File: config.mk
export PLATFORM = sky130hd
export DESIGN_NAME = pitchTop
export DESIGN_NICKNAME = d
export VERILOG_FILES = /design/src/hw/pitchPkg.sv /design/src/hw/flightControl.sv /design/src/hw/frameTimer.sv /design/src/hw/ballPosition.sv /design/src/hw/boxRaster.sv /design/src/hw/pitchTop.sv
export SDC_FILE = /design/constraint.sdc
export NUM_CORES = 1
export LEC_CHECK = 0
export BUFFER_PORTS_ARGS = -buffer_cell sky130_fd_sc_hd__buf_2
export CORE_UTILIZATION = 54
export CTS_CLUSTER_SIZE = 40
export DETAILED_ROUTE_END_ITERATION = 10
export PLACE_DENSITY = 0.77
export SETUP_SLACK_MARGIN = 0.15
export SLEW_MARGIN = 20
export SYNTH_ARGS = -nofsm -noshare
export SYNTH_HDL_FRONTEND = slang
export SYNTH_HIERARCHICAL = 1
export SYNTH_SLANG_ARGS = --single-unit
File: constraint.sdc
create_clock -name clock -period 2.31 [get_ports clock]
set_input_delay 0.1155 -clock clock [delete_from_list [all_inputs] [get_ports clock]]
set_output_delay 0.1155 -clock clock [all_outputs]
set_load 0.05 [all_outputs]
File: src/hw/pitchPkg.sv
package pitchPkg;

	// Screen geometry
	localparam int SCREEN_WIDTH = 320;
	localparam int SCREEN_HEIGHT = 240;

	typedef logic [$clog2(SCREEN_WIDTH)-1:0] xCoordT;	// Screen column
	typedef logic [$clog2(SCREEN_HEIGHT)-1:0] yCoordT;	// Screen row
	typedef logic [11:0] colourT;	// 4 bits per channel, R G B
	typedef logic [3:0] stepT;	// Pixels per move
	typedef logic [3:0] boxIndexT;	// Offset inside the ball box

	// Ball box and flight bounds
	localparam int BOX_SIZE = 10;
	localparam xCoordT START_X = 9'd310;
	localparam yCoordT START_Y = 8'd100;
	localparam yCoordT BOTTOM_Y = 8'd218;	// Lowest origin, box still on screen
	localparam yCoordT TOP_Y = 8'd0;

	localparam colourT BALL_COLOUR = 12'hF80;	// Orange
	localparam colourT BACKGROUND_COLOUR = 12'h0A0;	// Green

	// Scaled down from the real frame and rest lengths
	localparam int FRAME_CYCLES = 256;
	localparam int REST_CYCLES = 1024;
	localparam int FRAME_COUNT_BITS = $clog2(FRAME_CYCLES);
	localparam int REST_COUNT_BITS = $clog2(REST_CYCLES);

	typedef enum logic [2:0] {
		Idle,
		Launch,
		Draw,
		WaitFrame,
		Erase,
		Move,
		Rest
	} flightStateT;

endpackage

File: src/hw/flightControl.sv
`timescale 1ns/100ps

module flightControl import pitchPkg::*; (
	input logic clock,
	input logic resetn,
	input logic start,
	input logic rasterDone,
	input logic frameTick,
	input logic restDone,
	input logic atLeftEdge,
	output logic loadStart,
	output logic moveBall,
	output logic drawStart,
	output logic eraseStart,
	output logic resting,
	output logic busy
);

	flightStateT state;
	flightStateT nextState;

	always_ff @(posedge clock) begin
		if (!resetn)
			state <= Idle;
		else
			state <= nextState;
	end

	// Next state
	always_comb begin
		nextState = state;
		case (state)
			Idle: begin
				if (start)
					nextState = Launch;
			end
			Launch:
				nextState = Draw;	// Ball already at start position
			Draw: begin
				if (rasterDone)
					nextState = WaitFrame;
			end
			WaitFrame: begin
				if (frameTick)
					nextState = Erase;
			end
			Erase: begin
				// Last erase at the left edge closes the flight
				if (rasterDone) begin
					if (atLeftEdge)
						nextState = Rest;
					else
						nextState = Move;
				end
			end
			Move:
				nextState = Draw;
			Rest: begin
				if (restDone)
					nextState = Idle;
			end
			default:
				nextState = Idle;
		endcase
	end

	// Steps are taken in the same cycle the start is accepted
	assign loadStart = (state == Idle) && start;

	// One move per Move visit, new coordinates ready as the draw begins
	assign moveBall = (state == Move);

	// Raster strobes fire only on the transition into Draw or Erase
	assign drawStart = (state != Draw) && (nextState == Draw);
	assign eraseStart = (state != Erase) && (nextState == Erase);

	assign resting = (state == Rest);
	assign busy = (state != Idle);

endmodule

File: src/hw/frameTimer.sv
`timescale 1ns/100ps

module frameTimer import pitchPkg::*; (
	input logic clock,
	input logic resetn,
	input logic resting,
	output logic frameTick,
	output logic restDone
);

	logic [FRAME_COUNT_BITS-1:0] frameCount;
	logic [REST_COUNT_BITS-1:0] restCount;

	// Free running, independent of the flight
	always_ff @(posedge clock) begin
		if (!resetn)
			frameCount <= '0;
		else if (frameTick)
			frameCount <= '0;
		else
			frameCount <= frameCount + 1'b1;
	end

	assign frameTick = (frameCount == FRAME_COUNT_BITS'(FRAME_CYCLES - 1));

	// Rest counter only runs while the controller sits in Rest
	always_ff @(posedge clock) begin
		if (!resetn)
			restCount <= '0;
		else if (!resting || restDone)
			restCount <= '0;
		else
			restCount <= restCount + 1'b1;
	end

	// Count starts at zero in the first resting cycle
	assign restDone = resting && (restCount == REST_COUNT_BITS'(REST_CYCLES - 1));

endmodule

File: src/hw/ballPosition.sv
`timescale 1ns/100ps

module ballPosition import pitchPkg::*; (
	input logic clock,
	input logic resetn,
	input logic loadStart,
	input logic moveBall,
	input stepT stepX,
	input stepT stepY,
	output xCoordT ballX,
	output yCoordT ballY,
	output logic atLeftEdge
);

	stepT stepXReg;
	stepT stepYReg;
	logic goingUp;
	yCoordT downY;	// Candidate row when moving down
	logic hitBottom;
	logic hitTop;
	logic hitLeft;

	// Steps held for the whole flight
	always_ff @(posedge clock) begin
		if (loadStart) begin
			stepXReg <= stepX;
			stepYReg <= stepY;
		end
	end

	assign downY = ballY + yCoordT'(stepYReg);
	assign hitBottom = (downY >= BOTTOM_Y);
	assign hitTop = (ballY <= TOP_Y + yCoordT'(stepYReg));
	assign hitLeft = (ballX <= xCoordT'(stepXReg));

	always_ff @(posedge clock) begin
		if (!resetn) begin
			ballX <= START_X;
			ballY <= START_Y;
			goingUp <= 1'b0;
			atLeftEdge <= 1'b0;
		end else if (loadStart) begin
			ballX <= START_X;
			ballY <= START_Y;
			goingUp <= 1'b0;	// Every flight starts downward
			atLeftEdge <= 1'b0;
		end else if (moveBall) begin
			if (hitLeft) begin
				ballX <= '0;	// Clamp at the edge
				atLeftEdge <= 1'b1;
			end else begin
				ballX <= ballX - xCoordT'(stepXReg);
			end

			// Vertical bounce between TOP_Y and BOTTOM_Y
			if (!goingUp) begin
				if (hitBottom) begin
					ballY <= BOTTOM_Y;
					goingUp <= 1'b1;
				end else begin
					ballY <= downY;
				end
			end else begin
				if (hitTop) begin
					ballY <= TOP_Y;
					goingUp <= 1'b0;
				end else begin
					ballY <= ballY - yCoordT'(stepYReg);
				end
			end
		end
	end

endmodule

File: src/hw/boxRaster.sv
`timescale 1ns/100ps

module boxRaster import pitchPkg::*; (
	input logic clock,
	input logic resetn,
	input logic drawStart,
	input logic eraseStart,
	input xCoordT ballX,
	input yCoordT ballY,
	output logic pixelWrite,
	output xCoordT pixelX,
	output yCoordT pixelY,
	output colourT pixelColour,
	output logic rasterDone
);

	logic active;
	boxIndexT colIdx;
	boxIndexT rowIdx;
	colourT burstColour;
	logic lastCol;
	logic lastPixel;

	assign lastCol = (colIdx == boxIndexT'(BOX_SIZE - 1));
	assign lastPixel = lastCol && (rowIdx == boxIndexT'(BOX_SIZE - 1));

	// Burst control, one pixel per cycle
	always_ff @(posedge clock) begin
		if (!resetn) begin
			active <= 1'b0;
			colIdx <= '0;
			rowIdx <= '0;
		end else if (drawStart || eraseStart) begin
			active <= 1'b1;
			colIdx <= '0;
			rowIdx <= '0;
		end else if (active) begin
			if (lastPixel) begin
				active <= 1'b0;
				colIdx <= '0;
				rowIdx <= '0;
			end else if (lastCol) begin
				colIdx <= '0;	// Next row
				rowIdx <= rowIdx + 1'b1;
			end else begin
				colIdx <= colIdx + 1'b1;
			end
		end
	end

	// Colour chosen once per burst
	always_ff @(posedge clock) begin
		if (drawStart)
			burstColour <= BALL_COLOUR;
		else if (eraseStart)
			burstColour <= BACKGROUND_COLOUR;
	end

	// Origin is stable for the whole burst
	assign pixelX = ballX + xCoordT'(colIdx);
	assign pixelY = ballY + yCoordT'(rowIdx);
	assign pixelColour = burstColour;
	assign pixelWrite = active;
	assign rasterDone = active && lastPixel;	// Same cycle as the last write

endmodule

File: src/hw/pitchTop.sv
`timescale 1ns/100ps

module pitchTop import pitchPkg::*; (
	input logic clock,
	input logic resetn,
	input logic start,
	input stepT stepX,
	input stepT stepY,
	output logic pixelWrite,
	output xCoordT pixelX,
	output yCoordT pixelY,
	output colourT pixelColour,
	output logic busy
);

	logic loadStart;
	logic moveBall;
	logic drawStart;
	logic eraseStart;
	logic resting;
	logic rasterDone;
	logic frameTick;
	logic restDone;
	logic atLeftEdge;
	xCoordT ballX;
	yCoordT ballY;

	flightControl control (
		.clock(clock),
		.resetn(resetn),
		.start(start),
		.rasterDone(rasterDone),
		.frameTick(frameTick),
		.restDone(restDone),
		.atLeftEdge(atLeftEdge),
		.loadStart(loadStart),
		.moveBall(moveBall),
		.drawStart(drawStart),
		.eraseStart(eraseStart),
		.resting(resting),
		.busy(busy)
	);

	frameTimer timer (
		.clock(clock),
		.resetn(resetn),
		.resting(resting),
		.frameTick(frameTick),
		.restDone(restDone)
	);

	ballPosition ball (
		.clock(clock),
		.resetn(resetn),
		.loadStart(loadStart),
		.moveBall(moveBall),
		.stepX(stepX),
		.stepY(stepY),
		.ballX(ballX),
		.ballY(ballY),
		.atLeftEdge(atLeftEdge)
	);

	// Single raster serves both draw and erase
	boxRaster raster (
		.clock(clock),
		.resetn(resetn),
		.drawStart(drawStart),
		.eraseStart(eraseStart),
		.ballX(ballX),
		.ballY(ballY),
		.pixelWrite(pixelWrite),
		.pixelX(pixelX),
		.pixelY(pixelY),
		.pixelColour(pixelColour),
		.rasterDone(rasterDone)
	);

endmodule

==> impl_metrics.env, run 1 <==
export IMPL_crit_path_end_kind="flop"
export IMPL_period_needed_ns=2.23
export IMPL_fin_ws_ns=0.0812
export IMPL_dp_slack_ns=0.0439
export IMPL_crit_path_max_incr_delay_ns=0.41
export IMPL_drv_cap=0
export IMPL_synthCells=451
export IMPL_reg2reg_from="ball/ballY[0]"
export IMPL_synth_fa_ha_area_share_pct=10.9
export IMPL_start_kind="flop"
export IMPL_finalSetupViolations=0
export IMPL_grt_max_degree=13
export IMPL_clock_sinks=59
export IMPL_worst_ep_arrival_time_ns=2.46
export IMPL_synth_xor_area_share_pct=6.76
export IMPL_grt_ovfl_total=0
export IMPL_critPathRequiredTime_ns=2.54
export IMPL_clkTransAtPathRegs_ns=0.07
export IMPL_ys_seq_area_share_pct=32.4
export IMPL_clk_latency_ns=0.35
export IMPL_cts_tree="built"
export IMPL_drc=0
export IMPL_ir_worst_vdd_mv=0.323
export IMPL_grt_pass1_vias=3181
export IMPL_grt_pass1_wl_mm=14.3
export IMPL_drv_slew=0
export IMPL_initial_core_util_pct=56.6
export IMPL_maxSlewHeadroom_pct=58.8
export IMPL_hold_class="in2reg"
export IMPL_synth_seq_cells=59
export IMPL_place_gp_congestion=0.972
export IMPL_via_per_inst=5.75
export IMPL_path_cells="inv_4 -> ha_4 -> inv_2 -> fa_2 -> a211o_1 -> a311o_2 -> and2_4 -> a221oi_2 -> o21bai_1"
export IMPL_postRouteAntennaNets=0
export IMPL_crit_path_max_fanout=5
export IMPL_h_tree_depth=3
export IMPL_die_area_sq_um=7540
export IMPL_powerDensity_nw_per_um2=503
export IMPL_cp_top_family="compound AO/OA/AOI/OAI gates"
export IMPL_synth_top_family_by_area="simple AND/OR/NAND/NOR gates"
export IMPL_io_buffers=34
export IMPL_synth_edff_count=8
export IMPL_fin_skew_ns=0.0134
export IMPL_synthArstFlopShare_pct=0
export IMPL_path_class="reg2reg"
export IMPL_nNetsFinal=544
export IMPL_synth_mux_area_fraction_pct=0.290
export IMPL_startpoint="ball/ballY[0]"
export IMPL_dpl_instance_area_sq_um=4180
export IMPL_reg2reg_depth=9
export IMPL_syn2layout_area_growth_pct=18.6
export IMPL_fin_util_pct=67.1
export IMPL_cts_max_path_buffers=2
export IMPL_yosysWarnings=6
export IMPL_use_met2_pct=39.0
export IMPL_wirelength_mm=8.62
export IMPL_diodes=0
export IMPL_r2r_end="ball/ballY[1]"
export IMPL_drive_above_1_share_pct=24.1
export IMPL_hold_viol_final=0
export IMPL_min_period_over_period_pct=96.5
export IMPL_synth_area_sq_um=3890
export IMPL_worstSetupEndpoint="ball/ballY[1]"
export IMPL_critPathBufInv=2
export IMPL_post_dp_hpwl_mm=6.33
export IMPL_drt_iter0_markers=280
export IMPL_outcome="complete, no violations"
export IMPL_synth_distinct_cells=74
export IMPL_slowest_stage="a311o_2"
export IMPL_clockRootBuffer="clkbuf_8"
export IMPL_worstMarginPinSlew_ns=0.612
export IMPL_wl_per_cell_um=14.3
export IMPL_rows=30
export IMPL_synth_simple_area_share_pct=22.2
export IMPL_syn_avg_cell_area_sq_um=8.62
export IMPL_synth_ff_type="dfxtp_1"
export IMPL_grtUsageTotal_pct=24.1
export IMPL_rrSetupSlack_ns=0.08
export IMPL_grtUsageMet1_pct=31.3
export IMPL_die_w_um=86.9
export IMPL_grtUsageMet3_pct=5.21
export IMPL_p_leak_nw=1.83
export IMPL_top_usage_layer="met2"
export IMPL_die_y_um=86.9
export IMPL_antenna_found_initial=0
export IMPL_path_depth=9
export IMPL_cts_buffers_inserted=9
export IMPL_rsz0062_at_grt="yes"
export IMPL_core_area_sq_um=6870
export IMPL_num_io_pins=42
export IMPL_first_pass_iters=5
export IMPL_synth_compound_area_share_pct=19.8
export IMPL_fmax_mhz=449
export IMPL_fin_area_sq_um=4610
export IMPL_dr_total_vias=3466
export IMPL_setup_tns_ns=0
registers in the layout (all words and copies together) (netlist names):
signal and cells:
timer/restCount 10, ball/ballX 9, ball/ballY 8, timer/frameCount 8, ball/stepXReg 4, ball/stepYReg 4
raster/colIdx 4, raster/rowIdx 4, control/state 3, raster/pixelColour 2, ball/atLeftEdge 1, ball/goingUp 1
raster/pixelWrite 1
cells in the final DEF (no fill, tap or decap), drive strengths merged, types with 7 or more instances in the layout:
| cell | instances |
|---|---|
| dfxtp | 51 |
| buf | 49 |
| nand2 | 35 |
| a21oi | 33 |
| inv | 32 |
| nor2 | 29 |
| o21ai | 26 |
| ha | 26 |
| nand3 | 20 |
| xnor2 | 16 |
| xor2 | 14 |
| nand4 | 12 |
| clkbuf | 12 |
| or3 | 12 |
| nand2b | 8 |
| nor3 | 8 |
| edfxtp | 8 |
| dlygate4sd3 | 8 |
| conb | 7 |
how the worst min path moves through the flow:
| stage | start | to | depth (start not counted) |
|---|---|---|---|
| finish | start | control/state[0] | 3 |
| global route | start | control/state[0] | 3 |
| CTS | resetn | control/state[2] | 2 |
| detailed placement | stepX[3] | ball/stepXReg[3] | 1 |
| global placement | stepY[0] | ball/stepYReg[0] | 1 |
| floorplan | stepX[0] | ball/stepXReg[0] | 0 |
per-stage QoR:
step | power, mW | cells | hold WS (ns)
after floorplan | 1.29 | 456 | 0.214
after global placement | 1.33 | 577 | 0.294
after detailed placement | 1.34 | 577 | 0.295
after CTS | 2.33 | 603 | 0.0970
after global routing | 2.41 | 603 | 0.115
final | 2.32 | 603 | 0.117
routing by layer:
metal  up-vias  share of wire (%)
met2       124                 47
met3        16                5.8
met1      1614                 46
met4         0                1.7
li1       1712                  -
met5         -                  0
worst register-to-register path, cell delays in order, from the launching register on:
cell and delay (ns):
dfxtp_4 0.37, inv_4 0.06, ha_4 0.13, inv_2 0.04, fa_2 0.34, a211o_1 0.28
a311o_2 0.41, and2_4 0.20, a221oi_2 0.23, o21bai_1 0.08
layout make-up:
class                           count  area [sq um]
Clock buffer                       10           138
Clock inverter                      6          72.6
Fill cell                         569          2260
Inverter                           32           124
Multi-Input combinational cell    341          2490
Sequential cell                    59          1270
Tap cell                           96           120
Timing Repair Buffer               59           399
cells by family (layout without fill, tap and decap cells):
logic type                 count (synthesis)  after routing
AOI/OAI and AO/OA                        115            115
xor gates and xnor gates                  30             30
adders and majority gates                 31             31
buffers and inverters                     56            107
DFF                                       59             59
muxes                                      1              1
other                                      2              7
and+or+nand+nor                          157            157
Yosys cell counts (6+ instances only):
library cell | instances | area (sq um)
buf_4 | 12 | 90.1
ha_1 | 26 | 325
edfxtp_1 | 8 | 240
nor2b_1 | 6 | 37.5
nand2b_1 | 8 | 50.1
xnor2_1 | 16 | 140
nor2_1 | 28 | 105
nor3_1 | 8 | 40.0
xor2_1 | 14 | 123
a21oi_1 | 33 | 165
nand4_1 | 10 | 62.6
nand3_1 | 19 | 95.1
or3_1 | 9 | 56.3
o21ai_0 | 24 | 120
a21o_1 | 6 | 45.0
inv_1 | 30 | 113
nand2_1 | 34 | 128
dfxtp_1 | 51 | 1020
timing repair:
item | CTS | global route
buffers inserted | 2 | 0
pin swaps | 6 | 4
gates resized for setup | 12 | 30
hold buffers | 8 | 0
endpoints found under the setup margin | 15 | 36
hold endpoints to repair | 8 | 0
power by group:
part,switching [mW],internal (mW),total (mW)
Sequential,0.0250,1.06,1.09
Clock,0.446,0.536,0.982
Combinational,0.157,0.0946,0.252
Total,0.628,1.69,2.32
No activity file was read; power rests on OpenSTA's default activity.
==> run 2, diff against run 1 <==
--- a/constraint.sdc
+++ b/constraint.sdc
@@ -3,2 +3,2 @@
 set_output_delay 0.1155 -clock clock [all_outputs]
-set_load 0.05 [all_outputs]
+set_load 0.02 [all_outputs]
==> run 2 against run 1 <==
Register-to-register slack got worse by 0.02 ns. Clock skew fell by 0.0043 ns. Largest cell class unchanged. Sequential power barely moved. Cell count rose by 0.50%. Non-clock buffer count rose by 3.
==> impl_metrics.env, run 2 (same netlist as run 1, synthesis figures left out) <==
export IMPL_nFillCells=564
export IMPL_regMostFlops="timer/restCount"
export IMPL_grtUsageMet3_pct=7.11
export IMPL_wl_per_cell_um=14.1
export IMPL_reg_top3="timer/restCount x10, ball/ballX x9"
export IMPL_cts_max_path_buffers=2
export IMPL_largest_reg_flops=10
export IMPL_drive_above_1_share_pct=23.3
export IMPL_reg2reg_from="ball/stepYReg[0]"
export IMPL_drv_cap=0
export IMPL_grt_pass1_wl_mm=13.8
export IMPL_first_pass_iters=4
export IMPL_antenna_found_initial=0
export IMPL_use_met2_pct=38.3
export IMPL_hold_viol_final=0
export IMPL_nNetsFinal=547
export IMPL_fin_skew_ns=0.00909
export IMPL_min_period_over_period_pct=97.4
export IMPL_crit_path_max_fanout=4
export IMPL_initial_core_util_pct=56.6
export IMPL_grtUsageMet1_pct=29.6
export IMPL_clockRootBuffer="clkbuf_8"
export IMPL_post_layout_total_power_mw=2.13
export IMPL_via_per_inst=5.67
export IMPL_maxSlewHeadroom_pct=59.2
export IMPL_drt_iter0_markers=277
export IMPL_dp_slack_ns=0.0228
export IMPL_fmax_mhz=445
export IMPL_dr_total_vias=3439
export IMPL_post_dp_hpwl_mm=6.31
export IMPL_die_area_sq_um=7540
export IMPL_postRouteAntennaNets=0
export IMPL_path_class="reg2reg"
export IMPL_powerDensity_nw_per_um2=469
export IMPL_die_y_um=86.9
export IMPL_syn2layout_area_growth_pct=16.7
export IMPL_core_area_sq_um=6870
export IMPL_outcome="complete, no violations"
export IMPL_drc=0
export IMPL_worst_ep_arrival_time_ns=2.52
export IMPL_rsz0062_at_grt="yes"
export IMPL_fin_util_pct=66.0
export IMPL_start_kind="flop"
export IMPL_cts_buffers_inserted=9
export IMPL_clkTransAtPathRegs_ns=0.07
export IMPL_top_usage_layer="met2"
export IMPL_grt_max_degree=16
export IMPL_h_tree_depth=3
export IMPL_reg2reg_depth=8
export IMPL_ir_worst_vdd_mv=0.416
export IMPL_r2r_end="ball/goingUp"
export IMPL_startpoint="ball/stepYReg[0]"
export IMPL_diodes=0
export IMPL_die_w_um=86.9
export IMPL_cts_tree="built"
export IMPL_grt_ovfl_total=0
export IMPL_finalSetupViolations=0
export IMPL_layout_commonest_cell="dfxtp_1"
export IMPL_period_needed_ns=2.25
export IMPL_p_leak_nw=1.82
export IMPL_critPathRequiredTime_ns=2.58
export IMPL_num_io_pins=42
export IMPL_setup_tns_ns=0
export IMPL_hold_class="in2reg"
export IMPL_clock_sinks=59
export IMPL_place_gp_congestion=0.919
export IMPL_hold_ws_ns=0.124
export IMPL_rows=30
export IMPL_crit_path_end_kind="flop"
export IMPL_worstSetupEndpoint="ball/goingUp"
export IMPL_rrSetupSlack_ns=0.06
export IMPL_fin_ws_ns=0.0610
export IMPL_clk_latency_ns=0.34
export IMPL_grt_pass1_vias=3135
export IMPL_final_cell_mix="dfxtp_1, buf_2, nand2_1"
export IMPL_io_buffers=34
export IMPL_wirelength_mm=8.53
export IMPL_grtUsageTotal_pct=23.4
export IMPL_drv_slew=0
export IMPL_worstMarginPinSlew_ns=0.607
## run 2: area by class of cell
type | count | area, sq um | area share [%]
inverter | 32 | 124 | 2.73
sequential | 59 | 1270 | 27.9
clock inverter | 7 | 43.8 | 0.965
clock buffer | 9 | 124 | 2.73
multi-input combinational | 341 | 2460 | 54.2
timing repair buffer | 62 | 400 | 8.83
tap | 96 | 120 | 2.65
## run 2: power by group
group / switching [mW] / leakage (nW) / internal, mW / total (mW)
clock network: 0.433 / 0.0813 / 0.382 / 0.815
registers: 0.0244 / 0.491 / 1.06 / 1.09
logic: 0.128 / 1.25 / 0.0949 / 0.223
total: 0.585 / 1.82 / 1.54 / 2.13
## run 2: timing repair
item,4_1_cts,5_1_grt
endpoints found under the hold margin,8,0
setup buffers,5,1
hold buffers,8,0
gates resized for setup,9,18
endpoints found under the setup margin,11,33
gates cloned,0,0
pin swaps,9,8
## run 2: worst min path at each step
stage / start / end / slack (ns) / depth (start not counted)
finish: resetn / control/state[2] / 0.12 / 2
global route: resetn / control/state[2] / 0.12 / 2
CTS: resetn / control/state[2] / 0.10 / 2
detailed placement: stepY[2] / ball/stepYReg[2] / 0.29 / 1
global placement: stepY[0] / ball/stepYReg[0] / 0.29 / 1
floorplan: stepX[0] / ball/stepXReg[0] / 0.21 / 0
## run 2: through the flow
stage | std cells | instance area [sq um]
4_1_cts | 605 | 4460
5_1_grt | 606 | 4540
6_report | 606 | 4540
3_5_place_dp | 576 | 4150
3_3_place_gp | 576 | 4150
2_1_floorplan | 456 | 3920
## run 2: worst max-delay path: stages (launching register included)
cell      delay (ns)
edfxtp_1        0.44
ha_2            0.23
fa_1            0.40
nand2b_1        0.11
a211oi_1        0.09
xnor2_1         0.15
o21bai_2        0.24
a211oi_2        0.32
o21bai_1        0.18
## run 2: routing by layer
layer	vias to the layer above	share of wire [%]
met3	12	5.9
li1	1715	-
met5	-	0
met1	1609	45
met2	103	48
met4	0	1.2
==> run 3, diff against run 2 <==
PLACE_DENSITY = 0.88   (was 0.77)
==> run 3 against run 2 <==
Die area is the same. Clock skew shrank 0.0016 ns. Non-clock buffer count is the same. Critical endpoint is now ball/ballY[1]. Largest power group unchanged. Highest routed layer unchanged.
==> impl_metrics.env, run 3 (same netlist as run 1, synthesis figures left out) <==
export IMPL_finalSetupViolations=0
export IMPL_p_comb_share_pct=10.3
export IMPL_io_buffers=34
export IMPL_p_leak_nw=1.81
export IMPL_worst_ep_arrival_time_ns=2.43
export IMPL_rows=30
export IMPL_maxSlewHeadroom_pct=60.3
export IMPL_drive_above_1_share_pct=25.5
export IMPL_grtUsageTotal_pct=26.4
export IMPL_dp_cells=577
export IMPL_rsz0062_at_grt="yes"
export IMPL_powerDensity_nw_per_um2=491
export IMPL_crit_path_max_incr_delay_ns=0.42
export IMPL_layout_commonest_cell="dfxtp_1"
export IMPL_hold_viol_final=0
export IMPL_min_path_cells=3
export IMPL_p_sw_mw=0.588
export IMPL_setup_tns_ns=0
export IMPL_dr_total_vias=3592
export IMPL_drv_cap=0
export IMPL_slowest_stage="edfxtp_1"
export IMPL_grt_pass1_vias=3434
export IMPL_grt_ovfl_total=0
export IMPL_wirelength_mm=9.67
export IMPL_fin_util_pct=67.5
export IMPL_clkPwrFrac_pct=41.9
export IMPL_hold_class="in2reg"
export IMPL_post_dp_hpwl_mm=6.77
export IMPL_ir_worst_vdd_mv=0.385
export IMPL_h_tree_depth=3
export IMPL_clockRootBuffer="clkbuf_8"
export IMPL_reg_top3="timer/restCount x10, ball/ballX x9"
export IMPL_hold_ws_ns=0.0864
export IMPL_crit_path_max_fanout=5
export IMPL_grt_max_degree=16
export IMPL_power_internal_mw=1.69
export IMPL_die_y_um=86.9
export IMPL_die_w_um=86.9
export IMPL_drt_iter0_markers=203
export IMPL_regMostFlops="timer/restCount"
export IMPL_path_class="reg2reg"
export IMPL_grt_pass1_wl_mm=15.4
export IMPL_postRouteAntennaNets=0
export IMPL_cts_max_path_buffers=2
export IMPL_crit_path_end_kind="flop"
export IMPL_first_pass_iters=5
export IMPL_place_gp_congestion=0.943
export IMPL_cts_buffers_inserted=9
export IMPL_nNetsFinal=547
export IMPL_nFillCells=556
export IMPL_fmax_mhz=454
export IMPL_num_io_pins=42
export IMPL_fin_skew_ns=0.00747
export IMPL_clock_sinks=59
export IMPL_path_cells="ha_4 -> inv_2 -> fa_2 -> a211o_1 -> a311o_2 -> and2_4 -> a221oi_2 -> o21bai_1"
export IMPL_die_area_sq_um=7540
export IMPL_antenna_found_initial=0
export IMPL_diodes=0
export IMPL_largest_reg_flops=10
export IMPL_min_period_over_period_pct=95.5
export IMPL_outcome="complete, no violations"
export IMPL_critPathRequiredTime_ns=2.54
export IMPL_clkTransAtPathRegs_ns=0.07
export IMPL_start_kind="flop"
export IMPL_reg2reg_depth=8
export IMPL_worstMarginPinSlew_ns=0.591
export IMPL_initial_core_util_pct=56.6
export IMPL_period_needed_ns=2.21
export IMPL_seq_power_share_pct=47.9
export IMPL_clk_latency_ns=0.34
export IMPL_fin_cells=606
export IMPL_post_layout_total_power_mw=2.28
export IMPL_syn2layout_area_growth_pct=19.2
export IMPL_via_per_inst=5.93
export IMPL_core_area_sq_um=6870
export IMPL_drv_slew=0
export IMPL_drc=0
export IMPL_swShare_pct=25.8
export IMPL_wl_per_cell_um=16.0
export IMPL_cts_tree="built"
export IMPL_final_cell_mix="dfxtp_1, nand2_1, buf_2"
[run 3: metal layers]
layer | GRT usage [%] | wire, um | up-vias
met5 | 0 | 0 | -
met4 | 9.70 | 225 | 0
met3 | 5.69 | 605 | 29
met2 | 47.2 | 4990 | 138
met1 | 30.8 | 3850 | 1713
li1 | - | - | 1712
[run 3: final cells by class]
| class | count | area (sq um) | share of cell area, % |
|---|---|---|---|
| Sequential cell | 59 | 1270 | 27.3 |
| Clock inverter | 6 | 65.1 | 1.40 |
| Inverter | 32 | 121 | 2.62 |
| Multi-Input combinational cell | 341 | 2520 | 54.4 |
| Tap cell | 96 | 120 | 2.59 |
| Clock buffer | 10 | 138 | 2.97 |
| Timing Repair Buffer | 62 | 403 | 8.69 |
[run 3: path summary, 6_finish.rpt]
path / slack [ns] / startpoint / end
min reg2reg: 0.47 / timer/restCount[0] / timer/restCount[0]
max reg2reg: 0.10 / ball/stepYReg[0] / ball/ballY[1]
min: 0.09 / start / control/state[0]
max: 0.10 / ball/stepYReg[0] / ball/ballY[1]
[run 3: power by group through the flow]
stage / clock, mW / sequential, mW / combinational, mW
floorplan: 0 / 1.10 / 0.158
global placement: 0 / 1.11 / 0.189
CTS: 0.966 / 1.09 / 0.218
global route: 1.04 / 1.09 / 0.256
detailed placement: 0 / 1.11 / 0.197
finish: 0.954 / 1.09 / 0.233
[run 3: stage by stage]
stage               worst slack (ns)  area [sq um]
detailed placement            0.0524          4160
global placement               0.106          4160
CTS                            0.118          4510
finish                         0.105          4640
floorplan                      0.154          3920
global route                -0.00283          4640
[run 3: timing repair]
action,4_1_cts,5_1_grt
pin swaps,4,7
endpoints found under the hold margin,8,0
hold buffers,8,0
setup buffers,4,1
endpoints found under the setup margin,12,37
resized for setup,9,34
[run 3: worst max-delay path, delay by kind of cell, from the launching register on]
kind,cells,cell delay [ns]
and+or+nand+nor,1,0.20
DFF,1,0.42
adders and majority gates,2,0.49
buffers and inverters,1,0.04
AOI/OAI and AO/OA,4,0.96
